### src/design/scaler_params.svh
`ifndef SCALER_PARAMS_SVH
`define SCALER_PARAMS_SVH

// Pixel word, RGB565
`define SCALER_PIX_W 16

// Size and coordinate values
`define SCALER_RESO_W 10

// Line buffers in the store
`define SCALER_LINES 4

// Weight denominator, whole quarters
`define SCALER_STEPS 4

`endif

### src/design/scaler_pkg.sv
`default_nettype none

`include "scaler_params.svh"

package scaler_pkg;

	// Channel view of one RGB565 word
	typedef struct packed {
		logic [4:0] red;
		logic [5:0] green;
		logic [4:0] blue;
	} rgb565_t;

	// Stream side sees raw, blend side sees rgb
	typedef union packed {
		logic [`SCALER_PIX_W-1:0] raw;
		rgb565_t rgb;
	} pixel_t;

	// Share of the earlier line or column, 0 to 4
	typedef logic [2:0] weight_t;

endpackage

`default_nettype wire

### src/design/pixel_blend.sv
`timescale 1ns/1ns
`default_nettype none

`include "scaler_params.svh"

module pixel_blend (
	input  logic                     clk,
	input  logic                     int_reset,
	input  logic                     i_blk_valid,
	output logic                     o_blk_ready,
	input  logic [`SCALER_PIX_W-1:0] i_pix_prev,
	input  logic [`SCALER_PIX_W-1:0] i_pix_cur,
	input  scaler_pkg::weight_t      i_blk_wy,
	input  scaler_pkg::weight_t      i_blk_wx,
	input  logic                     i_blk_last,
	output logic                     o_m_valid,
	output logic [`SCALER_PIX_W-1:0] o_m_data,
	output logic                     o_m_last,
	output logic                     o_m_user,
	input  logic                     i_m_ready
);

	import scaler_pkg::*;

	pixel_t  in_prev, in_cur;
	pixel_t  hist_prev, hist_cur;
	pixel_t  s1_early, s1_late;
	pixel_t  m_pix;
	weight_t s1_wx;
	logic    s1_valid, s1_last;
	logic    s1_ready, s2_ready;

	function automatic logic [5:0] blend_ch(input logic [5:0] e, input logic [5:0] l,
			input weight_t w);
		logic [9:0] acc;
		acc = 10'(e) * 10'(w) + 10'(l) * 10'(3'(`SCALER_STEPS) - w);
		return 6'(acc / `SCALER_STEPS);
	endfunction

	// Channels never mix
	function automatic pixel_t blend_pix(input pixel_t e, input pixel_t l, input weight_t w);
		pixel_t r;
		r.rgb.red   = 5'(blend_ch(6'(e.rgb.red), 6'(l.rgb.red), w));
		r.rgb.green = blend_ch(e.rgb.green, l.rgb.green, w);
		r.rgb.blue  = 5'(blend_ch(6'(e.rgb.blue), 6'(l.rgb.blue), w));
		return r;
	endfunction

	assign in_prev = i_pix_prev;
	assign in_cur  = i_pix_cur;

	assign s2_ready    = !o_m_valid || i_m_ready;
	assign s1_ready    = !s1_valid || s2_ready;
	assign o_blk_ready = s1_ready;

	// Earlier column is whatever sat on the inputs one cycle before
	always_ff @(posedge clk) begin
		if (!(i_blk_valid && !s1_ready)) begin
			hist_prev <= in_prev;
			hist_cur  <= in_cur;
		end
	end

	//////////////////////////////////////////////////////////////
	// Stage one, vertical
	//////////////////////////////////////////////////////////////

	always_ff @(posedge clk) begin
		if (int_reset)
			s1_valid <= 1'b0;
		else if (s1_ready)
			s1_valid <= i_blk_valid;
	end

	always_ff @(posedge clk) begin
		if (i_blk_valid && s1_ready) begin
			s1_early <= blend_pix(hist_prev, hist_cur, i_blk_wy);
			s1_late  <= blend_pix(in_prev, in_cur, i_blk_wy);
			s1_wx    <= i_blk_wx;
			s1_last  <= i_blk_last;
		end
	end

	//////////////////////////////////////////////////////////////
	// Stage two, horizontal, drives the stream
	//////////////////////////////////////////////////////////////

	always_ff @(posedge clk) begin
		if (int_reset) begin
			o_m_valid <= 1'b0;
			o_m_last  <= 1'b0;
		end else if (s2_ready) begin
			o_m_valid <= s1_valid;
			if (s1_valid)
				o_m_last <= s1_last;
		end
	end

	always_ff @(posedge clk) begin
		if (s1_valid && s2_ready)
			m_pix <= blend_pix(s1_early, s1_late, s1_wx);
	end

	assign o_m_data = m_pix.raw;

	always_ff @(posedge clk) begin
		if (int_reset)
			o_m_user <= 1'b1;
		else if (o_m_valid && i_m_ready)
			o_m_user <= 1'b0;
	end

endmodule

`default_nettype wire

### config.mk
export PLATFORM = sky130hd
export DESIGN_NAME = pixel_blend
export DESIGN_NICKNAME = d
export VERILOG_FILES = /design/src/design/scaler_pkg.sv /design/src/design/pixel_blend.sv
export VERILOG_INCLUDE_DIRS = /design/src /design/src/design
export SDC_FILE = /design/constraint.sdc
export NUM_CORES = 1
export LEC_CHECK = 0
export CAP_MARGIN = 30
export CORE_AREA = 2 2 153 155
export DETAILED_ROUTE_END_ITERATION = 16
export DIE_AREA = 0 0 155 157
export DONT_BUFFER_PORTS = 1
export PLACE_DENSITY = 0.69
export REMOVE_ABC_BUFFERS = 1
export SYNTH_ARGS = -nofsm -noshare
export SYNTH_HDL_FRONTEND = slang
export SYNTH_SLANG_ARGS = --single-unit
### constraint.sdc
create_clock -name clk -period 18.8 [get_ports clk]
set_input_delay 3.76 -clock clk [delete_from_list [all_inputs] [get_ports clk]]
set_output_delay 3.76 -clock clk [all_outputs]
set_load 0.005 [all_outputs]
# --- Word level (Yosys, flattened, before mapping) ---
# Cells that the tools add are included.
totals:
  register_bits: 88
  inputBits: 43
  output_inout_bits: 20
  wordCells: 50
classes:
  add_sub_neg: 11
  mul: 18
  n_reduce_logical: 10
op_table:
  columns: ["cell", "count"]
  rows:
  - ["$add 7x7->7", 6]
  - ["$mul 5x3->7", 6]
  - ["$mul 5x10->7", 4]
  - ["$mul 6x10->8", 3]
  - ["$add 8x8->8", 3]
  - ["$mul 6x3->8", 3]
  - ["$mul 6x4->7", 2]
  - ["$sub 3x3->4 const A", 2]
  - ["$logic_and 1x1->1", 4]
  - ["$logic_not 1->1", 3]
  - ["$logic_or 1x1->1", 2]
  - ["$reduce_and 2->1", 1]

# --- Logic depth before layout (Yosys ltp) ---
# Gate-level depths: netlist of the first run.
logic_depth:
  ltp_word: 5
  mapped_depth: 23
  depth_no_buf: 19

# --- Worst setup path before layout of the first run ---
# Ideal clock, no wire load.
synth_path:
  path_type: "input to register"
  start: "in i_blk_wy[0]"
  end: "reg s1_late[10] (netlist name) (data pin)"
  setup_time_ns: 0.268
  arrival_ns: 8.245
  t_required_ns: 18.532
  setup_slack_ns: 10.288
  path_stages: 19
  path_cell_list: "buf_1 -> clkbuf_1 -> inv_1 -> ha_1 -> xor2_2 -> buf_2 -> clkbuf_1 -> nand2_1 -> fa_1 -> inv_1 -> fa_1 -> fa_1 -> inv_1 -> fa_1 -> inv_1 -> ha_1 -> nand2_1 -> o21ai_0 -> xnor3_1"
synth_via:
  elab_chain_cells: 3
  elab_cells_between_ends: 4
  cone_classes: "2 x add/sub; 2 x mul"
synth_lines:
  columns: ["item", "line_no", "text"]
  rows:
  - ["from (decl)", "pixel_blend.sv:13", "input scaler_pkg::weight_t i_blk_wy,"]
  - ["$sub 3x3->4", "pixel_blend.sv:36", "acc = 10'(e) * 10'(w) + 10'(l) * 10'(3'(`SCALER_STEPS) - w);"]
  - ["$mul 6x10->8", "pixel_blend.sv:36", null]
  - ["$add 8x8->8 *", "pixel_blend.sv:36", null]
  - ["to (signal assigned)", "pixel_blend.sv:78", "s1_late <= blend_pix(in_prev, in_cur, i_blk_wy);"]
  - ["to (decl)", "pixel_blend.sv:27", "pixel_t s1_early, s1_late;"]
# Mark *: on every way between the ends. The rest lies on a longest branch, timed or not.
# A chain may end at the register's enable or synchronous reset.

# --- Worst setup path in the final report of the first run ---
layout_path:
  start: "in i_blk_wy[0]"
  end: "reg s1_late[15] (netlist name) (data pin)"
layout_via:
  elab_chain_cells: 3
  elab_cells_between_ends: 4
  cone_classes: "2 x add/sub; 2 x mul"
layout_lines:
  columns: ["item", "line_no"]
  rows:
  - ["$sub 3x3->4", "pixel_blend.sv:36"]
  - ["$mul 5x10->7", "pixel_blend.sv:36"]
  - ["$add 7x7->7 *", "pixel_blend.sv:36"]
# Marked as above.

==> reports/results.tsv, run 1 <==
stage	metric	value	unit
global_routing	grt_pass1_wl	39500	um
pwr	p_leak	6.21	nW
setup_path	r2r_end	o_m_data[10]	
sta	period_needed	7.98	ns
floorplanning	num_rows	55	
sta	hold_slack	0.488	ns
synthesis	ys_ff_latch	88	
global_routing	first_global_vias	8150	
setup_path	endpoint_kind	register	
synthesis	synth_area_leader_cell	fa_1	
sta	report.final.hold_viol_count	0	
route	wire_per_inst	15.3	um
global_routing	grt_antenna_before_repair	0	
place	dp_hpwl	17800	um
finish	drive_gt1_share	3.18	%
finish	n_antenna_cell	0	
finish	fin_area	12800	um2
global_routing	grt.total_usage	20.6	%
clocking	root_buffer	clkbuf_16	
setup_path	cp_cell_sequence	inv_1, ha_1, xor2_2, buf_4, nand2_1, fa_1, fa_1, inv_1, fa_1, inv_1, fa_1, inv_1, ha_1, a21o_1, a21oi_1, xnor2_1, xnor2_1	
place	placed_area	12500	um2
clocking	numCtsBuffers	9	
setup_path	path_class	input port to register	
min_path	holdPathStages	2	
synthesis	ys_types	33	
setup_path	cp_slowest_cell	xor2_2	
setup_path	r2r_cells	16	
setup_path	r2r_setup_slack	13.42	ns
global_routing	overflow	0	
sta	maxSlewViolCount	0	
synthesis	yosysSeqAreaShare	21.3	%
clocking	clock_sinks	88	
pwr	power.density	176	nW/um2
floorplanning	dieWidth	155	um
setup_path	cpPeakStageDelay	0.62	ns
route	drtAntennaViolNets	0	
sta	timing.final.crit_share	42.5	%
route	drt_iter0_drc	313	
clocking	path_clk_slew	0.07	ns
clocking	cts_setup_buffers	0	
sta	tightest_slew	0.922	ns
place	io_buffers	0	
outcome	run_status	finished clean	
route	via_per_inst	5.05	
min_path	min_from	s1_last	
sta	finalSetupTns	0	ns
setup_path	worstReg2RegStart	s1_wx[1]	
finish	syn2layout_area_growth	5.06	%
clocking	ctsHoldBuffers	0	
sta	relSlewSlack	38.5	%
job	maxCapViolations	0	
clocking	cts_max_level	3	
synthesis	syn-instance-count	1205	
route	drt-total-wl	22600	um
sta	rsz0062_at_grt	false	
sta	finalSetupViolCount	0	
setup_path	worstPathArrival	8.09	ns
setup_path	required	18.91	ns
synthesis	yosys-top-cells-area	fa_1 30%, edfxtp_1 21%, ha_1 13%	
clocking	cts_tree	done	
route	dr.pass1.iters	5	
finish	design.final.nets	1545	
floorplanning	die_h	157	um
sta	fin_skew	0.00853	ns
global_routing	grt_max_degree	62	
pwr	peakVddDrop	0.124	mV
synthesis	synth_top_area_share	29.8	%
clocking	cts_resized	0	
synthesis	netlist_area	12200	um2
synthesis	synth.avg_cell_area	10.1	um2
floorplanning	start_util	54.3	%
place	place_congestion	0.810	
synthesis	ys.warnings.count	0	
setup_path	worst_setup_path_start_kind	input port	
floorplanning	ios	63	
min_path	holdCritPathClass	register to register	
route	drc_errors	0	
floorplanning	design.die.area	24300	um2
clocking	insertion_delay	0.36	ns
floorplanning	coreArea	22500	um2
min_path	hold_end	o_m_last	
finish	utilization	57.0	%
clocking	clockBufferDepth	2	
setup_path	crit_fanout	61	
route	via_count	7469	
sta	fmax	125	MHz
==> kinds of logic after synthesis <==
logic type                 Yosys count  share of synthesized area, %
buffers and inverters              297                          9.37
xor gates and xnor gates           119                          9.12
DFF                                 88                          21.3
and+or+nand+nor                    329                          13.8
AOI/OAI and AO/OA                   57                          2.99
muxes                                3                         0.246
adders and majority gates          312                          43.2
==> worst max-delay path by stage <==
| stage | start | endpoint | slack, ns | cells past startpoint |
|---|---|---|---|---|
| after floorplan | i_blk_wy[0] | s1_late[10] | 10.76 | 15 |
| after global placement | i_blk_wy[0] | s1_late[15] | 10.54 | 17 |
| after detailed placement | i_blk_wy[0] | s1_late[15] | 10.43 | 17 |
| after CTS | i_blk_wy[0] | s1_late[15] | 10.81 | 17 |
| after global routing | i_blk_wy[0] | s1_late[4] | 10.56 | 17 |
| final | i_blk_wy[0] | s1_late[15] | 10.82 | 17 |
==> cell usage after synthesis <==
library cell	number
nor2b_1	2
nand3_1	1
buf_1	1
xor2_2	4
buf_4	3
xnor2_1	91
edfxtp_1	84
clkbuf_1	24
a31o_2	3
inv_4	1
inv_1	265
fa_1	182
and2_1	151
a22oi_1	2
a21o_1	21
o21ai_0	3
buf_6	2
nand2_2	3
mux2i_1	3
xor2_1	21
nor2_2	2
buf_2	1
o21a_1	1
nand2b_1	4
o21a_2	1
dfxtp_1	4
nor2_1	14
ha_1	130
xnor3_1	3
o21bai_1	2
and4_1	9
nand2_1	143
a21oi_1	24
==> stage by stage <==
stage / total power, mW / setup slack, ns / cells
after CTS: 2.29 / 10.81 / 1478
final: 2.25 / 10.82 / 1480
after floorplan: 1.75 / 10.76 / 1174
after global routing: 2.55 / 10.56 / 1480
after detailed placement: 2.07 / 10.43 / 1462
after global placement: 2.01 / 10.54 / 1462
==> routing by layer <==
layer | vias to the layer above | part of all wire [%] | global-route usage, %
met1 | 3732 | 48 | 28.4
met4 | 0 | 1.0 | 4.28
met5 | - | 0 | 0
met3 | 20 | 3.1 | 2.67
met2 | 114 | 48 | 35.2
li1 | 3603 | - | -
==> report_power, final <==
part	switching (mW)	total [mW]	internal, mW
logic	0.820	1.62	0.797
clock network	0.0873	0.205	0.118
registers	0.0509	0.431	0.381
total	0.958	2.25	1.30
==> cells in the final DEF (no fill, tap or decap), drive strengths merged <==
cell type,Yosys,final
inv,266,269
fa,182,182
and2,151,151
nand2,146,146
ha,130,130
xnor2,91,91
edfxtp,84,84
xor2,25,25
a21oi,24,24
a21o,21,21
nor2,16,16
and4,9,9
clkbuf,24,9
buf,7,5
nand2b,4,4
dfxtp,4,4
o21ai,3,3
a31o,3,3
xnor3,3,3
mux2i,3,3
o21bai,2,2
a22oi,2,2
clkinvlp,0,2
bufinv,0,2
o21a,2,2
nor2b,2,2
nand3,1,1
==> worst max-delay path: cells and delay by family <==
family,cells,cell delay (ns)
AO/OA/AOI/OAI,2,0.36
XOR/XNOR,3,0.85
adder cells (fa/ha/maj),6,2.47
buffers and inverters,5,0.54
AND/OR/NAND/NOR,1,0.11
==> flip-flops by register name, summed over array words and instances, names as in the netlist <==
name	count
hist_cur	16
hist_prev	16
o_m_data	16
s1_early	16
s1_late	16
s1_wx	3
o_m_last	1
o_m_user	1
o_m_valid	1
s1_last	1
s1_valid	1
==> layout make-up <==
cell class / instances / area (um2)
clock buffers: 9 / 225
clock inverters: 7 / 101
fillers: 1960 / 9670
inverters: 266 / 1000
multi-input cells: 820 / 8470
flip-flops and latches: 88 / 2600
well taps: 285 / 357
repair buffers: 5 / 70.1
No activity file was read; power rests on OpenSTA's default activity.
==> inputs of run 2 (changes only) <==
ABC_AREA = 1   (was not set)
CORE_AREA = 2 2 157 159   (was 2 2 153 155)
DIE_AREA = 0 0 159 161   (was 0 0 155 157)
PLACE_DENSITY = 0.72   (was 0.69)
clock period = 7.15 ns   (was 18.8 ns; I/O delays follow)
==> reports/results.tsv, run 2 <==
stage	metric	value	unit	change
sta	relSlewSlack	48.5	%	+10 points
sta	tightest_slew	0.772	ns	-0.150 ns
setup_path	cp_cell_sequence	inv_2, ha_1, buf_4, nand2_1, fa_1, fa_1, inv_1, fa_1, inv_1, fa_1, inv_1, ha_1, nand3_1, a22o_1, nand3b_1, nand2_1, nand2_1, nand2_1		
clocking	cts_resized	0		unchanged
clocking	cts_setup_buffers	0		unchanged
route	drt-total-wl	25300	um	+12%
synthesis	ys.flop_type	edfxtp_1		
global_routing	overflow	0		unchanged
clocking	root_buffer	clkbuf_16		
sta	worst_slack	1.50	ns	-9.32 ns
outcome	run_status	finished clean		
clocking	path_clk_slew	0.07	ns	about the same
place	preCtsSetupSlack	1.14	ns	-9.29 ns
synthesis	yosys-top-cells-area	fa_1 28%, edfxtp_1 19%, inv_1 14%		
sta	finalSetupViolCount	0		unchanged
synthesis	async_flop_share	0	%	unchanged
setup_path	cpPeakStageDelay	0.80	ns	+0.18 ns
route	drc_errors	0		unchanged
place	placed_area	13300	um2	+6.4%
synthesis	ys_types	34		+3.0%
floorplanning	dieWidth	159	um	+2.6%
clocking	ctsHoldBuffers	0		unchanged
clocking	insertion_delay	0.36	ns	about the same
synthesis	syn-instance-count	1587		+32%
place	place_congestion	0.836		+3.3%
floorplanning	ios	63		unchanged
clocking	cts_tree	done		
setup_path	r2r_end	o_m_data[10]		
clocking	clock_sinks	88		unchanged
route	via_per_inst	4.83		-4.4%
place	io_buffers	0		unchanged
finish	syn2layout_area_growth	4.42	%	
finish	drive_gt1_share	2.92	%	-0.26 points
min_path	min_from	s1_valid		
floorplanning	coreArea	24000	um2	+6.5%
setup_path	worst_setup_path_start_kind	input port		
setup_path	worstPathArrival	5.76	ns	-2.33 ns
synthesis	yosysSeqAreaShare	20.0	%	-1.3 points
sta	maxSlewViolCount	0		unchanged
synthesis	synth_top_area_share	28.1	%	-1.8 points
global_routing	grt_antenna_before_repair	0		unchanged
sta	fin_skew	0.00736	ns	-0.00118 ns
route	dr.pass1.iters	5		unchanged
min_path	hold_end	o_m_valid		
global_routing	grt_max_degree	57		-8.1%
sta	finalSetupTns	0	ns	unchanged
finish	n_antenna_cell	0		unchanged
min_path	holdCritPathClass	register to register		
place	dp_hpwl	20700	um	+17%
pwr	p_leak	7.79	nW	+25%
route	wire_per_inst	13.3	um	-13%
global_routing	grt_pass1_wl	44200	um	+12%
sta	report.final.hold_viol_count	0		unchanged
floorplanning	design.die.area	25600	um2	+5.2%
pwr	power.density	434	nW/um2	+150%
setup_path	r2r_cells	19		+3
floorplanning	die_h	161	um	+2.5%
finish	final_cell_mix	470 x inv_1, 434 x nand2_1, 182 x fa_1		
finish	fin_area	13600	um2	+5.7%
sta	timing.final.crit_share	79.0	%	
setup_path	worstReg2RegStart	s1_wx[1]		
sta	rsz0062_at_grt	false		
route	drtAntennaViolNets	0		unchanged
synthesis	synth_area_leader_cell	fa_1		
synthesis	synth.avg_cell_area	8.18	um2	-19%
synthesis	synth_edf_count	84		unchanged
floorplanning	num_rows	57		+3.6%
clocking	cts_max_level	3		unchanged
setup_path	cp_slowest_cell	ha_1		
setup_path	r2r_setup_slack	1.79	ns	-11.63 ns
pwr	finalPower	5.89	mW	+160%
setup_path	crit_fanout	56		-8.2%
clocking	numCtsBuffers	9		unchanged
floorplanning	start_util	54.2	%	-0.070 points
synthesis	ys_top_cells_by_count	470 x inv_1, 434 x nand2_1, 182 x fa_1		
setup_path	cp-startpoint	i_blk_wy[0]		
global_routing	first_global_vias	9625		+18%
global_routing	grt.total_usage	21.2	%	+0.67 points
min_path	holdPathStages	2		unchanged
setup_path	required	7.27	ns	-11.64 ns
clocking	clockBufferDepth	2		unchanged
finish	design.final.nets	1927		+25%
synthesis	ys_ff_latch	88		unchanged
job	maxCapViolations	0		unchanged
synthesis	ys.warnings.count	0		unchanged
finish	final_common_cell	inv_1		
route	drt_iter0_drc	438		+40%
sta	fmax	177	MHz	
setup_path	path_class	input port to register		
synthesis	yosysMostFrequentCell	inv_1		
synthesis	netlist_area	13000	um2	+6.4%
sta	period_needed	5.65	ns	
route	via_count	9176		+23%
pwr	peakVddDrop	0.374	mV	+200%
setup_path	endpoint_kind	register		
[run 2: cell count changes after synthesis, sizes merged, moves of 13 or more]
cell,before,now
nand2,146,440
xnor2,91,27
and2,151,0
nor2,16,56
a21o,21,3
xor2,25,38
inv,266,475
nand3,1,50
[run 2: how the worst max path moves through the flow]
| stage | endpoint | slack, ns | cells past startpoint |
|---|---|---|---|
| 3_5_place_dp | s1_early[4] | 1.14 | 20 |
| 3_3_place_gp | s1_early[4] | 1.23 | 20 |
| 2_1_floorplan | s1_late[10] | 1.59 | 19 |
| 5_1_grt | s1_early[10] | 1.18 | 24 |
| 4_1_cts | s1_early[4] | 1.52 | 20 |
| 6_report | s1_early[15] | 1.50 | 18 |
[run 2: worst max-delay path, delay by kind of cell]
family | cells | cell delay, ns
buffers and inverters | 5 | 0.52
AOI/OAI and AO/OA | 1 | 0.26
adders and majority gates | 6 | 3.04
and+or+nand+nor | 6 | 0.48
[run 2: metal layers]
layer,vias up,wire length [um],track usage [%]
met5,-,0,0
met4,0,590,7.56
met3,36,809,2.57
met2,158,12400,37.6
met1,4398,11500,27.1
li1,4584,-,-
[run 2: cell type report]
class                   count  area, um2
inverters                 476       1790
repair buffers              7       52.6
well taps                 324        405
flip-flops and latches     88       2600
clock buffers               9        225
clock inverters             7       78.8
fillers                  2165      10400
multi-input cells         990       8410
[run 2: power by group]
group / total (mW) / switching (mW) / internal [mW]
clock: 0.503 / 0.228 / 0.275
sequential: 1.10 / 0.136 / 0.962
combinational: 4.29 / 2.48 / 1.81
[run 2: stage by stage]
stage               std cells  utilization (%)  hold slack, ns
finish                   1901             56.6           0.477
global placement         1885             55.3           0.452
CTS                      1901             56.6           0.482
global route             1901             56.6           0.497
detailed placement       1885             55.3           0.471
floorplan                1554                -           0.445
[run 2: logic make-up (layout without fill, tap and decap cells)]
logic type                 count (synthesis)  after routing  synth area share, %
AOI/OAI and AO/OA                         41             41                 1.71
xor gates and xnor gates                  65             65                 4.53
adders and majority gates                312            312                 40.6
buffers and inverters                    509            499                 15.2
DFF                                       88             88                 20.0
and+or+nand+nor                          572            572                 17.9
