### src/design/scaler_params.svh
`ifndef SCALER_PARAMS_SVH
`define SCALER_PARAMS_SVH

// Pixel word, RGB565
`define SCALER_PIX_W 16

// Size and coordinate values
`define SCALER_RESO_W 10

// Line buffers in the store
`define SCALER_LINES 4

// Weight denominator, whole quarters
`define SCALER_STEPS 4

`endif

### src/design/scaler_pkg.sv
`default_nettype none

`include "scaler_params.svh"

package scaler_pkg;

	// Channel view of one RGB565 word
	typedef struct packed {
		logic [4:0] red;
		logic [5:0] green;
		logic [4:0] blue;
	} rgb565_t;

	// Stream side sees raw, blend side sees rgb
	typedef union packed {
		logic [`SCALER_PIX_W-1:0] raw;
		rgb565_t rgb;
	} pixel_t;

	// Share of the earlier line or column, 0 to 4
	typedef logic [2:0] weight_t;

endpackage

`default_nettype wire

### src/design/scale_sequencer.sv
`timescale 1ns/1ns
`default_nettype none

`include "scaler_params.svh"

module scale_sequencer (
	input  logic                              clk,
	input  logic                              int_reset,
	input  logic [`SCALER_RESO_W-1:0]         i_src_width,
	input  logic [`SCALER_RESO_W-1:0]         i_src_height,
	input  logic [`SCALER_RESO_W-1:0]         i_dst_width,
	input  logic [`SCALER_RESO_W-1:0]         i_dst_height,
	input  logic [`SCALER_LINES-1:0]          i_line_full,
	output logic                              o_release,
	output logic                              o_rd_en,
	output logic [`SCALER_RESO_W-1:0]         o_rd_addr,
	output logic [$clog2(`SCALER_LINES)-1:0]  o_rd_sel_prev,
	output logic [$clog2(`SCALER_LINES)-1:0]  o_rd_sel_cur,
	output logic                              o_blk_valid,
	output logic                              o_blk_last,
	output scaler_pkg::weight_t               o_blk_wy,
	output scaler_pkg::weight_t               o_blk_wx,
	input  logic                              i_blk_ready
);

	import scaler_pkg::*;

	localparam int RW = `SCALER_RESO_W;
	localparam int MW = 2 * RW + 2;
	localparam int TW = RW + 2;
	localparam int SW = $clog2(`SCALER_LINES);

	localparam logic [2:0] S_WAIT = 3'd0;
	localparam logic [2:0] S_SEEK = 3'd1;
	localparam logic [2:0] S_RD0  = 3'd2;
	localparam logic [2:0] S_RD1  = 3'd3;
	localparam logic [2:0] S_EMIT = 3'd4;
	localparam logic [2:0] S_DONE = 3'd5;

	logic [2:0]              state;
	logic [RW-1:0]           iy_line, oy_line, ix_col, ox_col;
	logic [MW-1:0]           iy_mul, oy_mul, ix_mul, ox_mul;
	logic                    oy_done;
	logic [3:0][TW-1:0]      th_y, th_x;
	logic                    iy_last, oy_last, ix_last, ox_last, iy_first;
	logic                    consume, col_found;
	logic [MW-1:0]           dy, dx;
	logic [SW-1:0]           cur_sel;

	// Count thresholds below the distance
	function automatic weight_t to_weight(input logic [MW-1:0] diff,
			input logic [3:0][TW-1:0] th);
		weight_t w;
		w = '0;
		for (int i = 0; i < 4; i++) begin
			if (diff > MW'(th[i]))
				w = w + 1'b1;
		end
		return w;
	endfunction

	// Quarter points of one destination step, latched in reset
	always_ff @(posedge clk) begin
		if (int_reset) begin
			for (int i = 0; i < 4; i++) begin
				th_y[i] <= TW'((MW'(i_dst_height) * MW'(2 * i + 1)) >> 2);
				th_x[i] <= TW'((MW'(i_dst_width) * MW'(2 * i + 1)) >> 2);
			end
		end
	end

	assign iy_last  = (iy_line == i_src_height - 1'b1);
	assign oy_last  = (oy_line == i_dst_height - 1'b1);
	assign ix_last  = (ix_col == i_src_width - 1'b1);
	assign ox_last  = (ox_col == i_dst_width - 1'b1);
	assign iy_first = (iy_line == '0);

	assign consume   = i_line_full[cur_sel] && !iy_last && (oy_done || iy_mul < oy_mul);
	assign col_found = (ix_mul >= ox_mul) || ix_last;
	assign dy = (iy_mul >= oy_mul) ? iy_mul - oy_mul : '0;
	assign dx = (ix_mul >= ox_mul) ? ix_mul - ox_mul : '0;

	assign cur_sel       = iy_line[SW-1:0];
	assign o_rd_sel_cur  = cur_sel;
	assign o_rd_sel_prev = iy_first ? cur_sel : cur_sel - 1'b1;

	assign o_release   = (state == S_WAIT) && consume && !iy_first;
	assign o_rd_en     = (state == S_RD0) || (state == S_RD1);
	assign o_rd_addr   = (state == S_RD0 && ix_col != '0) ? ix_col - 1'b1 : ix_col;
	assign o_blk_valid = (state == S_EMIT);
	assign o_blk_last  = ox_last;

	//////////////////////////////////////////////////////////////
	// Line and column stepping
	//////////////////////////////////////////////////////////////

	always_ff @(posedge clk) begin
		if (int_reset) begin
			state   <= S_WAIT;
			iy_line <= '0;
			iy_mul  <= MW'(i_dst_height);
			oy_line <= '0;
			oy_mul  <= MW'(i_src_height);
			oy_done <= 1'b0;
			ix_col  <= '0;
			ix_mul  <= '0;
			ox_col  <= '0;
			ox_mul  <= '0;
			o_blk_wy <= '0;
			o_blk_wx <= '0;
		end else begin
			case (state)
				S_WAIT: begin
					if (consume) begin
						iy_line <= iy_line + 1'b1;
						iy_mul  <= iy_mul + {i_dst_height, 1'b0};
					end else if (i_line_full[cur_sel]) begin
						if (oy_done) begin
							state <= S_DONE;
						end else begin
							// Start an output line on this pair
							o_blk_wy <= iy_first ? '0 : to_weight(dy, th_y);
							ix_col <= '0;
							ix_mul <= MW'(i_dst_width);
							ox_col <= '0;
							ox_mul <= MW'(i_src_width);
							state  <= S_SEEK;
						end
					end
				end
				S_SEEK: begin
					if (col_found) begin
						o_blk_wx <= (ix_col == '0) ? '0 : to_weight(dx, th_x);
						state    <= S_RD0;
					end else begin
						ix_col <= ix_col + 1'b1;
						ix_mul <= ix_mul + {i_dst_width, 1'b0};
					end
				end
				S_RD0: state <= S_RD1;
				S_RD1: state <= S_EMIT;
				S_EMIT: begin
					if (i_blk_ready) begin
						if (ox_last) begin
							oy_line <= oy_line + 1'b1;
							oy_mul  <= oy_mul + {i_src_height, 1'b0};
							oy_done <= oy_last;
							state   <= S_WAIT;
						end else begin
							ox_col <= ox_col + 1'b1;
							ox_mul <= ox_mul + {i_src_width, 1'b0};
							state  <= S_SEEK;
						end
					end
				end
				default: state <= S_DONE;
			endcase
		end
	end

endmodule

`default_nettype wire

### config.mk
export PLATFORM = sky130hd
export DESIGN_NAME = scale_sequencer
export DESIGN_NICKNAME = d
export VERILOG_FILES = /design/src/design/scaler_pkg.sv /design/src/design/scale_sequencer.sv
export VERILOG_INCLUDE_DIRS = /design/src /design/src/design
export SDC_FILE = /design/constraint.sdc
export NUM_CORES = 1
export LEC_CHECK = 0
export BUFFER_PORTS_ARGS = -buffer_cell sky130_fd_sc_hd__buf_4
export CAP_MARGIN = 40
export CORE_ASPECT_RATIO = 1.1
export CORE_MARGIN = 2
export CORE_UTILIZATION = 45
export CTS_CLUSTER_SIZE = 20
export DETAILED_ROUTE_END_ITERATION = 10
export PLACE_DENSITY = 0.7
export SETUP_SLACK_MARGIN = 0.3
export SYNTH_ARGS = -nofsm -noshare
export SYNTH_HDL_FRONTEND = slang
export SYNTH_SLANG_ARGS = --single-unit
### constraint.sdc
create_clock -name clk -period 7.4 [get_ports clk]
set_input_delay 0.74 -clock clk [delete_from_list [all_inputs] [get_ports clk]]
set_output_delay 0.74 -clock clk [all_outputs]
set_load 0.005 [all_outputs]
Word-level counts from Yosys, hierarchy flattened
Index checks and enable logic that the tools add are counted. Widths: inputs -> output; s select.

Bits in registers: 218. Bits of input ports: 47. Logic and storage cells: 182.

Bitwise gates (word level): 2. Add/sub/neg operators: 22. Reduce and logical (&&, ||, !) cells: 30. Eq/ne operators: 15. Mux-type cells: 73. $mul: 6. Magnitude comparators: 12.

Operators with widths (number): $mux 22 (11); $mux 10 (14); $mux 3 (37); $add 22x11->22 (4); $gt 22x11->1 (4); $pmux 22 s2 (2); $mul 10x3->13 const B (4); $sub 10x1->10 const B (5); $ge 22x22->1 (2); $gt 22x10->1 (2); $gt 22x8->1 (2); $sub 22x22->22 (2); $add 10x1->10 const B (4); $eq 10x10->1 (4); $pmux 10 s2 (2); $mul 10x2->12 const B (2); $lt 22x22->1 (1); $logic_not 10->1 (2); $add 3x1->3 const B (6); $pmux 3 s5 (1); $reduce_bool 2->1 (7); $ne 2x2->1 const B (6); $reduce_bool 10->1 (1); $reduce_and 4->1 (2); other kinds (18) (33).

Logic depth before layout (Yosys ltp)
Gate-level depths: netlist (run 1).

Depth in word-level cells: 26. Gate-level depth with buffers: 30. Mapped depth without buffers: 29.

Least setup slack after synthesis (run 1)
OpenSTA, ideal clock, no wires.

Kind: reg2reg. Start point: register iy_mul[0]. End point: register o_blk_wy[2]. Cell stages (with the launch flop): 29. Data required time: 7283 ps. Data arrival time: 5462 ps. Setup time: 117 ps. Setup slack: 1821 ps. Cell sequence: edfxtp_1 inv_1 ha_1 inv_1 fa_1 a21oi_1 o211ai_1 a31o_2 a21boi_0 o21ai_0 a21boi_1 clkbuf_1 nor2b_1 ha_1 nor2b_1 o21a_1 o21a_1 o21a_1 o21a_1 o21a_1 o21a_1 o22ai_1 nand3_1 ha_1 xnor2_1 ha_1 o21bai_1 a22o_1 a32o_1.

Word-level cells in the longest chain between the ends: 26. Elaborated cells on any way between the ends: 35. Classes of those cells: add/sub (4); order compare (6); mux (21); bitwise (1); reduce/logical (3).

RTL lines: start, declared (line scale_sequencer.sv:42) `logic [MW-1:0] iy_mul, oy_mul, ix_mul, ox_mul;`; start signal, assigned (line scale_sequencer.sv:101) `iy_mul <= MW'(i_dst_height);`; start signal, assigned (line scale_sequencer.sv:116) `iy_mul <= iy_mul + {i_dst_height, 1'b0};`; $sub 22x22->22 / $ge 22x22->1 (equally long branches) (line scale_sequencer.sv:80) `assign dy = (iy_mul >= oy_mul) ? iy_mul - oy_mul : '0;`; $mux 22 (line scale_sequencer.sv:80); $gt 22x8->1 (line scale_sequencer.sv:56) `if (diff > MW'(th[i]))`; $mux 1 (line scale_sequencer.sv:56); $mux 3 (line scale_sequencer.sv:118) `if (oy_done) begin`; $mux 3 (line scale_sequencer.sv:117) `end else if (i_line_full[cur_sel]) begin`; $mux 3 (line scale_sequencer.sv:114) `if (consume) begin`; $mux 3 (line scale_sequencer.sv:112) `case (state)`; [... 10 more ...]; $mux 3 (line scale_sequencer.sv:118); $mux 3 (line scale_sequencer.sv:117); $mux 3 (line scale_sequencer.sv:114); $mux 3 (line scale_sequencer.sv:112); $mux 3 (line scale_sequencer.sv:98) `if (int_reset) begin`; $add 3x1->3 (line scale_sequencer.sv:57) `w = w + 1'b1;`; $mux 3 (line scale_sequencer.sv:56); $mux 3 (line scale_sequencer.sv:122) `o_blk_wy <= iy_first ? '0 : to_weight(dy, th_y);`; end signal, assigned (line scale_sequencer.sv:122); end, declared (line scale_sequencer.sv:21) `output scaler_pkg::weight_t o_blk_wy,`.

Several ways; a longest one is shown, not always the timed one. The select of a mux whose other input is x is not followed. A chain may end at the register's enable or synchronous reset.

Final worst setup path (run 1)
Start point: register ix_mul[0]. End point: register o_blk_wx[2].

Word-level cells in the longest chain between the ends: 20. Elaborated cells on any way between the ends: 26. Classes of those cells: add/sub (4); order compare (5); mux (15); reduce/logical (2).

RTL lines: start, declared (line scale_sequencer.sv:42); start signal, assigned (line scale_sequencer.sv:124) `ix_mul <= MW'(i_dst_width);`; start signal, assigned (line scale_sequencer.sv:137) `ix_mul <= ix_mul + {i_dst_width, 1'b0};`; $sub 22x22->22 / $ge 22x22->1 (equally long branches) (line scale_sequencer.sv:81, scale_sequencer.sv:79); $mux 22 (line scale_sequencer.sv:81) `assign dx = (ix_mul >= ox_mul) ? ix_mul - ox_mul : '0;`; $gt 22x8->1 (line scale_sequencer.sv:56); $mux 1 (line scale_sequencer.sv:56); $mux 3 (line scale_sequencer.sv:132) `if (col_found) begin`; $mux 3 (line scale_sequencer.sv:112); $mux 3 (line scale_sequencer.sv:98); $add 3x1->3 (line scale_sequencer.sv:57); [... 4 more ...]; $add 3x1->3 (line scale_sequencer.sv:57); $mux 3 (line scale_sequencer.sv:56); $mux 3 (line scale_sequencer.sv:132); $mux 3 (line scale_sequencer.sv:112); $mux 3 (line scale_sequencer.sv:98); $add 3x1->3 (line scale_sequencer.sv:57); $mux 3 (line scale_sequencer.sv:56); $mux 3 (line scale_sequencer.sv:133) `o_blk_wx <= (ix_col == '0) ? '0 : to_weight(dx, th_x);`; end signal, assigned (line scale_sequencer.sv:133); end, declared (line scale_sequencer.sv:22) `output scaler_pkg::weight_t o_blk_wx,`.

Several ways; a longest one is shown, not always the timed one. The select of a mux whose other input is x is not followed.

==> results of run 1 <==
critical path, delay by kind of cell (launching register included):
| kind | cells | cell delay (ns) |
|---|---|---|
| XOR/XNOR | 1 | 0.18 |
| AND/OR/NAND/NOR | 5 | 1.19 |
| AO/OA/AOI/OAI | 13 | 2.83 |
| flip-flops | 1 | 0.31 |
| adder cells (fa/ha/maj) | 5 | 1.51 |
| buffers and inverters | 2 | 0.10 |
cells by family after synthesis:
kind of cell,count (synthesis),share of synthesized area
buf+inv,313,0.0608
flops,218,0.270
fa+ha+maj,305,0.203
mux,20,0.0109
compound gates,583,0.192
xor+xnor,188,0.0843
simple gates,694,0.178
routing by layer:
metal	vias to the layer above	global-route usage	share of wire
met1	8168	0.272	0.41
met4	2	0.0926	0.038
met5	-	0	0.00015
li1	8420	-	-
met2	406	0.417	0.50
met3	125	0.0268	0.048
per-stage QoR:
step                utilization  power [W]  hold slack [ns]  std cells  setup slack [ns]
floorplan                     -    0.00599            0.435       2321              1.82
global placement          0.481    0.00718            0.443       2900              1.53
detailed placement        0.482    0.00751            0.449       2906              1.27
CTS                       0.503    0.00898            0.457       2956              1.21
global route              0.503    0.00980            0.485       2956             0.860
finish                    0.503    0.00903            0.458       2957              1.16
flip-flops by register name, summed over array words and instances (netlist names):
| signal | count |
|---|---|
| iy_mul | 22 |
| oy_line | 10 |
| iy_line | 10 |
| th_x | 40 |
| o_blk_wx | 3 |
| o_blk_wy | 3 |
| ox_mul | 22 |
| state | 3 |
| th_y | 40 |
| oy_mul | 22 |
| ox_col | 10 |
| ix_mul | 22 |
| oy_done | 1 |
| ix_col | 10 |
worst max path at each step:
stage                     startpoint           to  slack [ns]  depth (start not counted)
after global routing       ix_mul[0]  o_blk_wx[2]        0.86                         26
final                      ix_mul[0]  o_blk_wx[2]        1.16                         26
after CTS                  ix_mul[0]  o_blk_wx[2]        1.21                         26
after floorplan            iy_mul[0]  o_blk_wy[2]        1.82                         28
after global placement     ix_mul[0]  o_blk_wx[2]        1.53                         27
after detailed placement   ix_mul[0]  o_blk_wx[2]        1.27                         26
placed cells by master (no fill, tap or decap), types with 16 or more instances in the layout:
| cell | n |
|---|---|
| nand4_1 | 38 |
| inv_1 | 237 |
| buf_4 | 79 |
| a21oi_1 | 172 |
| ha_1 | 275 |
| nand2_1 | 148 |
| o21a_1 | 36 |
| nor3_1 | 69 |
| or3_1 | 25 |
| edfxtp_1 | 100 |
| fa_1 | 30 |
| o21bai_1 | 23 |
| a21o_1 | 52 |
| o21ai_0 | 110 |
| and3_1 | 29 |
| or4_1 | 24 |
| nor2_1 | 156 |
| xor2_1 | 60 |
| nor2b_1 | 31 |
| xnor2_1 | 126 |
| a211oi_1 | 42 |
| mux2i_1 | 16 |
| nand2b_1 | 24 |
| o31ai_1 | 27 |
| nand3_1 | 69 |
| clkbuf_16 | 28 |
| dfxtp_1 | 118 |
power by group through the flow:
stage / Clock (W) / Combinational [W] / Sequential (W)
2_1_floorplan: 0 / 0.00442 / 0.00157
3_3_place_gp: 0 / 0.00558 / 0.00160
3_5_place_dp: 0 / 0.00591 / 0.00161
4_1_cts: 0.00143 / 0.00598 / 0.00158
5_1_grt: 0.00147 / 0.00672 / 0.00160
6_report: 0.00140 / 0.00605 / 0.00158
area by class of cell:
cell class / instances / area (sq um) / share of cell area
multi-input combinational: 1790 / 13300 / 0.608
sequential: 218 / 5370 / 0.245
inverter: 238 / 893 / 0.0409
clock buffer: 36 / 742 / 0.0339
tap: 574 / 718 / 0.0328
timing repair buffer: 86 / 667 / 0.0305
clock inverter: 14 / 175 / 0.00801
antenna: 1 / 2.50 / 0.000114
==> metrics, run 1 <==
setup violators final 0; switching part of the total 0.473; Mapped Area between 15000 and 20000 sq um; Worst EP required 7.88 ns; CTS tree yes; I/O pins 71; Post-Synthesis Cells 2321; Placed Area about 21000 sq um; Worst Tran Pin Value 0.859 ns; DP HPWL between 30000 and 40000 um; unique cell type count in the Yosys netlist between 90 and 100; total track usage 0.229; most numerous cell in the Yosys netlist ha_1; critical path class register to register; CTS H-tree lvls 1; CP max stage delay 0.51 ns; Post-synth EDFFs 100; count of pins over their slew limit 0; DRC Markers 0; setup bufs post-CTS 0; reg2reg path depth 26; Inserted Clock Buffers 27; HP Class register to register; Vias about 17000; max cap viols 0; die width 204 um; min Tclk post-route between 6 and 7 ns; clock transition at the registers of the reported paths ~0.070 ns; worst-case register-to-register setup slack ~1.2 ns; Peak Freq between 150 and 200 MHz; Pwr per Cell Area between 400 and 500 nW/um^2; initial DRC count 1048; antenna violations before repair 1; Leak 9.49 nW; Min-Delay Endpoint ox_mul[0]; Mean Syn Cell Area around 8.6 sq um; Reg power frac 0.175; RSZ-0062 raised after global routing false; share of cells above drive strength 1 0.0701; IO buf count 70; clock sink total 218; WL/cell roughly 18 um; synth cell count leaders ha_1, inv_1, a21oi_1; HP Start ox_mul[0]; Synth top area share 0.173; post-cts gate resize count 0; Area Growth Syn to Fin 10.0%; Worst Path Arrival 6.73 ns; die area between 40000 and 50000 sq um; Yosys reg bits between 200 and 250; Pint 0.00476 W; Final nets roughly 2700; Logic pwr share 0.670; yosys warns 0; hold depth 2; Routed Antenna Nets 0; routed wire length around 53000 um; clock buffer depth 3; crit path capture type register; worst-path maximum fanout 10; GRT overflow 0; first-pass GRT wire length around 86000 um; ys async rst share 0; worst r2r dst o_blk_wx[2]; sequential share of the synthesized area 0.270; Synth Flop Type dfxtp_1; Max IR drop VDD approximately 0.32 mV; Final Hold Fails 0; cell taking the most area after synthesis ha_1; period utilization 0.843; Synth Net Count 2673; largest net degree at the start of global routing 80; top cells by area, synth ha_1, edfxtp_1, dfxtp_1; Relative slew margins 0.428; Final GP Congestion between 0.8 and 0.9; First-pass DRT Iterations 5; status finished, final reports clean; Skew-Pair Late Insertion Delay 0.57 ns; FILL cells between 4000 and 5000; root buffer cell clkbuf_16; clock skew slightly below 0.03 ns; Initial Util 0.457; type of origin of the critical path register; DIE HEIGHT around 220 um; hold buffer count at cts 0; most used cell, CP o21a_1; # rows 80; vias in the first global route 17100; power share of the clock group 0.155; final instance area ~22000 sq um; CP max stage cell a31oi_2; core area roughly 43000 sq um; routed vias/inst 5.79; reg2reg start ix_mul[0]; Setup TNS 0 ns; net switching power roughly 0.0043 W
Power figures use the tool's default switching activity.
==> inputs of run 2 (changes only) <==
PLACE_DENSITY = 0.72   (was 0.7)
clock period = 5.69 ns   (was 7.4 ns; I/O delays follow)
==> run 2 against run 1 <==
  * Die area unchanged
  * Sequential power up 30%
  * Global-route usage down 0.11 points
  * Sequential cell count unchanged
  * Critical endpoint is now o_blk_wy[2]
  * Largest cell class unchanged
  * Largest power group unchanged
==> metrics, run 2 (synthesized netlist as in run 1, its figures left out) <==
Leak between 9 and 10 nW; crit path to o_blk_wy[2]; CP max stage cell fa_2; reg2reg path depth 28; Max IR drop VDD slightly below 0.5 mV; Vias between 15000 and 20000; pre-CTS setup slack 0.0160 ns; vias in the first global route between 15000 and 20000; largest net degree at the start of global routing between 100 and 150; # rows 80; Initial Util 0.457; most used cell, CP o21a_1; final setup margin between 0.2 and 0.3 ns; clock buffer depth 3; core area 43400 sq um; die width around 200 um; critical path class register to register; DRC Markers 0; share of cells above drive strength 1 0.105; Setup TNS 0 ns; Peak Freq 185 MHz; clock transition at the registers of the reported paths around 0.06 ns; setup violators final 0; routed wire length approximately 53000 um; Inserted Clock Buffers 28; FILL cells 4108; Area Growth Syn to Fin 12.9%; max cap viols 0; GRT overflow 0; Final Hold Fails 0; crit path capture type register; period utilization 0.949; total track usage 0.228; switching part of the total 0.460; Final GP Congestion approximately 0.90; worst-case register-to-register setup slack a little under 0.3 ns; type of origin of the critical path register; DP HPWL roughly 40000 um; worst r2r dst o_blk_wy[2]; CP startpoint iy_mul[0]; Pwr per Cell Area a little under 600 nW/um^2; HP Class input pin to register; clock skew between 0.01 and 0.015 ns; Skew-Pair Late Insertion Delay 0.56 ns; DIE HEIGHT approximately 220 um; Reg power frac 0.159; count of pins over their slew limit 0; I/O pins just over 70; IO buf count 70; first-pass GRT wire length about 85000 um; die area about 46000 sq um; hold buffer count at cts 0; CP max stage delay around 0.4 ns; CTS tree yes; worst-path maximum fanout 5; reg2reg start iy_mul[0]; Worst EP required 6.14 ns; Routed Antenna Nets 0; clock sink total ~220; min Tclk post-route between 5 and 6 ns; n_diodes 0; root buffer cell clkbuf_16; most frequent cells in the layout ha_1, inv_1, a21oi_1; metal3 WL 2820 um; status finished, final reports clean; Tot Pwr approximately 0.013 W; Max Used Layer met5; Logic pwr share 0.702; Pint approximately 0.0070 W; commonest non-fill, non-tap cell in the layout ha_1; CTS H-tree lvls 1; met2 WL between 20000 and 30000 um; RSZ-0062 raised after global routing true; routed vias/inst 5.80; Worst Path Arrival between 5 and 6 ns; biggest regs th_x x40, th_y x40; power share of the clock group 0.139; antenna violations before repair 1; WL/cell 17.7 um; initial DRC count ~1100; Final nets between 2000 and 3000; Relative slew margins 0.395; First-pass DRT Iterations 6; Worst Tran Pin Value roughly 0.91 ns; wl on met1 ~22000 um; net switching power about 0.006 W
## run 2: changes by cell type in the layout (fill, tap and decap cells not counted), moves of 5 or more
cell and delta:
clkinvlp_4 +5, ha_2 +5, nor2_2 +5, nor2_1 -7, buf_4 +41, ha_1 -12
ha_4 +7
## run 2: layout make-up
cell class,count,area (sq um),share of cell area
repair buffers,127,986,0.0439
well taps,574,718,0.0320
inverters,238,893,0.0398
clock inverters,21,195,0.00870
flip-flops and latches,218,5370,0.239
multi-input cells,1790,13500,0.604
clock buffers,31,733,0.0327
## run 2: worst min-delay path by stage
stage | from | endpoint | slack [ns] | cells past startpoint
detailed placement | ox_mul[21] | ox_mul[21] | 0.46 | 2
global placement | ox_mul[21] | ox_mul[21] | 0.45 | 2
finish | i_src_height[9] | oy_mul[9] | 0.33 | 3
global route | i_src_height[9] | oy_mul[9] | 0.34 | 3
floorplan | ox_mul[21] | ox_mul[21] | 0.43 | 2
CTS | i_src_height[9] | oy_mul[9] | 0.30 | 3
## run 2: timing repair
item	CTS	global route
setup endpoints to repair	3	5
resized for setup	25	31
setup buffers	19	7
pin swaps	23	38
## run 2: worst max-delay path: cells and delay by family (launching register included)
family                   cells  cell delay, ns
flip-flops                   1            0.37
AO/OA/AOI/OAI               15            2.82
AND/OR/NAND/NOR              3            0.32
XOR/XNOR                     1            0.14
buffers and inverters        4            0.42
adder cells (fa/ha/maj)      5            1.23
## run 2: power groups by stage
stage               Combinational [W]  Clock [W]  Sequential, W
finish                        0.00908    0.00179        0.00206
global route                   0.0100    0.00188        0.00209
CTS                           0.00853    0.00183        0.00206
detailed placement            0.00790          0        0.00209
global placement              0.00752          0        0.00208
floorplan                     0.00583          0        0.00204
## run 2: layer usage
metal,up-vias,track usage
met4,2,0.0979
met3,150,0.0301
met2,515,0.409
met5,-,0
li1,8500,-
met1,8217,0.271
## run 2: stage by stage
step,cells,utilization,cell area (sq um),hold slack (ns)
finish,2999,0.517,22400,0.330
global route,2999,0.517,22400,0.338
CTS,2992,0.512,22200,0.302
detailed placement,2921,0.485,21100,0.456
global placement,2916,0.484,21000,0.446
floorplan,2321,-,19900,0.435
==> inputs of run 3 (changes only) <==
CORE_MARGIN = not set   (was 2)
==> run 3 against run 2 <==
  * Count of clock-buffer cells in the layout is 1 lower
  * Critical path depth stayed put
  * Power is 0.74% lower
==> metrics, run 3 (synthesized netlist as in run 1, its figures left out) <==
Pint ~0.007 W; Final Util 0.514; die width ~200 um; CTS H-tree lvls 1; critical path class register to register; vias in the first global route 17300; Reg power frac 0.161; clock sink total roughly 220; core area between 40000 and 50000 sq um; total track usage 0.232; Pwr per Cell Area 575 nW/um^2; Worst Tran Pin Value slightly above 0.9 ns; Initial Util 0.457; sequential cell area ~5400 sq um; DIE HEIGHT ~220 um; biggest regs th_x x40, th_y x40; I/O pins between 70 and 80; HP Start i_src_height[9]; count of pins over their slew limit 0; initial DRC count 1016; Max IR drop VDD just over 0.5 mV; IO buf count 70; Leak around 9.6 nW; Logic pwr share 0.706; power share of the clock group 0.133; setup violators final 0; CP max stage cell fa_2; CP startpoint iy_mul[0]; root buffer cell clkbuf_16; clock transition at the registers of the reported paths 0.06 ns; Peak Freq 187 MHz; Routed Antenna Nets 0; first-pass GRT wire length 86000 um; Final nets roughly 2700; Area Growth Syn to Fin 12.3%; met3 Usage GRT 0.0282; switching part of the total 0.462; Inserted Clock Buffers 27; RSZ-0062 raised after global routing true; Worst Path Arrival 5.78 ns; met2 usage 0.423; Relative slew margins 0.372; crit path capture type register; GR peak layer met2; status finished, final reports clean; Finished Layout Cells ~3000; Vias approximately 17000; DP HPWL between 40000 and 50000 um; Skew-Pair Late Insertion Delay approximately 0.55 ns; CP max stage delay approximately 0.39 ns; HP Class input pin to register; WL/cell ~18 um; most frequent cells in the layout ha_1, inv_1, a21oi_1; pre-CTS setup slack 0.0667 ns; FILL cells 4039; period utilization 0.938; die area around 45000 sq um; commonest non-fill, non-tap cell in the layout ha_1; First-pass DRT Iterations 5; Final Hold Fails 0; routed vias/inst just under 6; final setup margin about 0.35 ns; clock skew 0.0110 ns; # rows 80; most used cell, CP o21a_1; hold buffer count at cts 0; GRT overflow 0; routed wire length 53100 um; type of origin of the critical path register; antenna violations before repair 0; Multi-input gate area 13500 sq um; min Tclk post-route approximately 5.3 ns; CTS tree yes; worst-path maximum fanout 5; clock buffer depth 3; share of cells above drive strength 1 0.0995; n_diodes 0; placed cell count 2925; Final GP Congestion about 0.94; Worst EP required 6.13 ns; Setup TNS 0 ns; largest net degree at the start of global routing 73; net switching power 0.00593 W; reg2reg start iy_mul[0]; max cap viols 0; DRC Markers 0; met1 usage 0.276
==> run 3: changes by cell type in the layout (fill, tap and decap cells not counted), moves of 2 or more <==
cell	before	now
buf_4	120	109
clkinvlp_4	5	1
clkbuf_16	29	27
clkinv_4	1	3
o21ai_0	107	105
==> run 3: power groups by stage <==
stage / clock, W / combinational, W / sequential (W)
6_report: 0.00171 / 0.00907 / 0.00206
4_1_cts: 0.00174 / 0.00822 / 0.00206
3_5_place_dp: 0 / 0.00786 / 0.00209
2_1_floorplan: 0 / 0.00583 / 0.00204
3_3_place_gp: 0 / 0.00752 / 0.00208
5_1_grt: 0.00179 / 0.00997 / 0.00209
==> run 3: repair_timing <==
item	4_1_cts	5_1_grt
endpoints found under the setup margin	2	5
resized for setup	17	40
buffers inserted	5	7
pin swaps	14	34
==> run 3: through the flow <==
step	cell area, sq um	power [W]	hold slack, ns
finish	22300	0.0128	0.327
detailed placement	21100	0.00995	0.457
global route	22300	0.0139	0.324
CTS	22100	0.0120	0.308
floorplan	19900	0.00787	0.435
global placement	21000	0.00960	0.445
==> run 3: path summary, 6_finish.rpt <==
| path | cells after the start | endpoint | slack [ns] |
|---|---|---|---|
| worst max-delay path | 28 | o_blk_wy[2] | 0.35 |
| worst min-delay path | 3 | oy_mul[9] | 0.33 |
| worst max register to register | 28 | o_blk_wy[2] | 0.35 |
| worst min register to register | 2 | o_blk_wx[2] | 0.46 |
==> run 3: final cells by class <==
class	instances	area share
Clock buffer	30	0.0308
Sequential cell	218	0.241
Multi-Input combinational cell	1790	0.607
Inverter	238	0.0400
Tap cell	574	0.0322
Timing Repair Buffer	117	0.0413
Clock inverter	19	0.00802
==> run 3: critical path: cells and delay by family (launching register included) <==
kind / cells / cell delay (ns)
AO/OA/AOI/OAI: 16 / 2.93
XOR/XNOR: 1 / 0.10
adder cells (fa/ha/maj): 5 / 1.27
buffers and inverters: 3 / 0.29
flip-flops: 1 / 0.36
AND/OR/NAND/NOR: 3 / 0.30
==> run 3: per-layer routing <==
metal  wire length [um]  part of all wire
met5                  0                 0
met1              22200              0.42
met2              26400              0.50
met4               1930             0.036
met3               2530             0.048
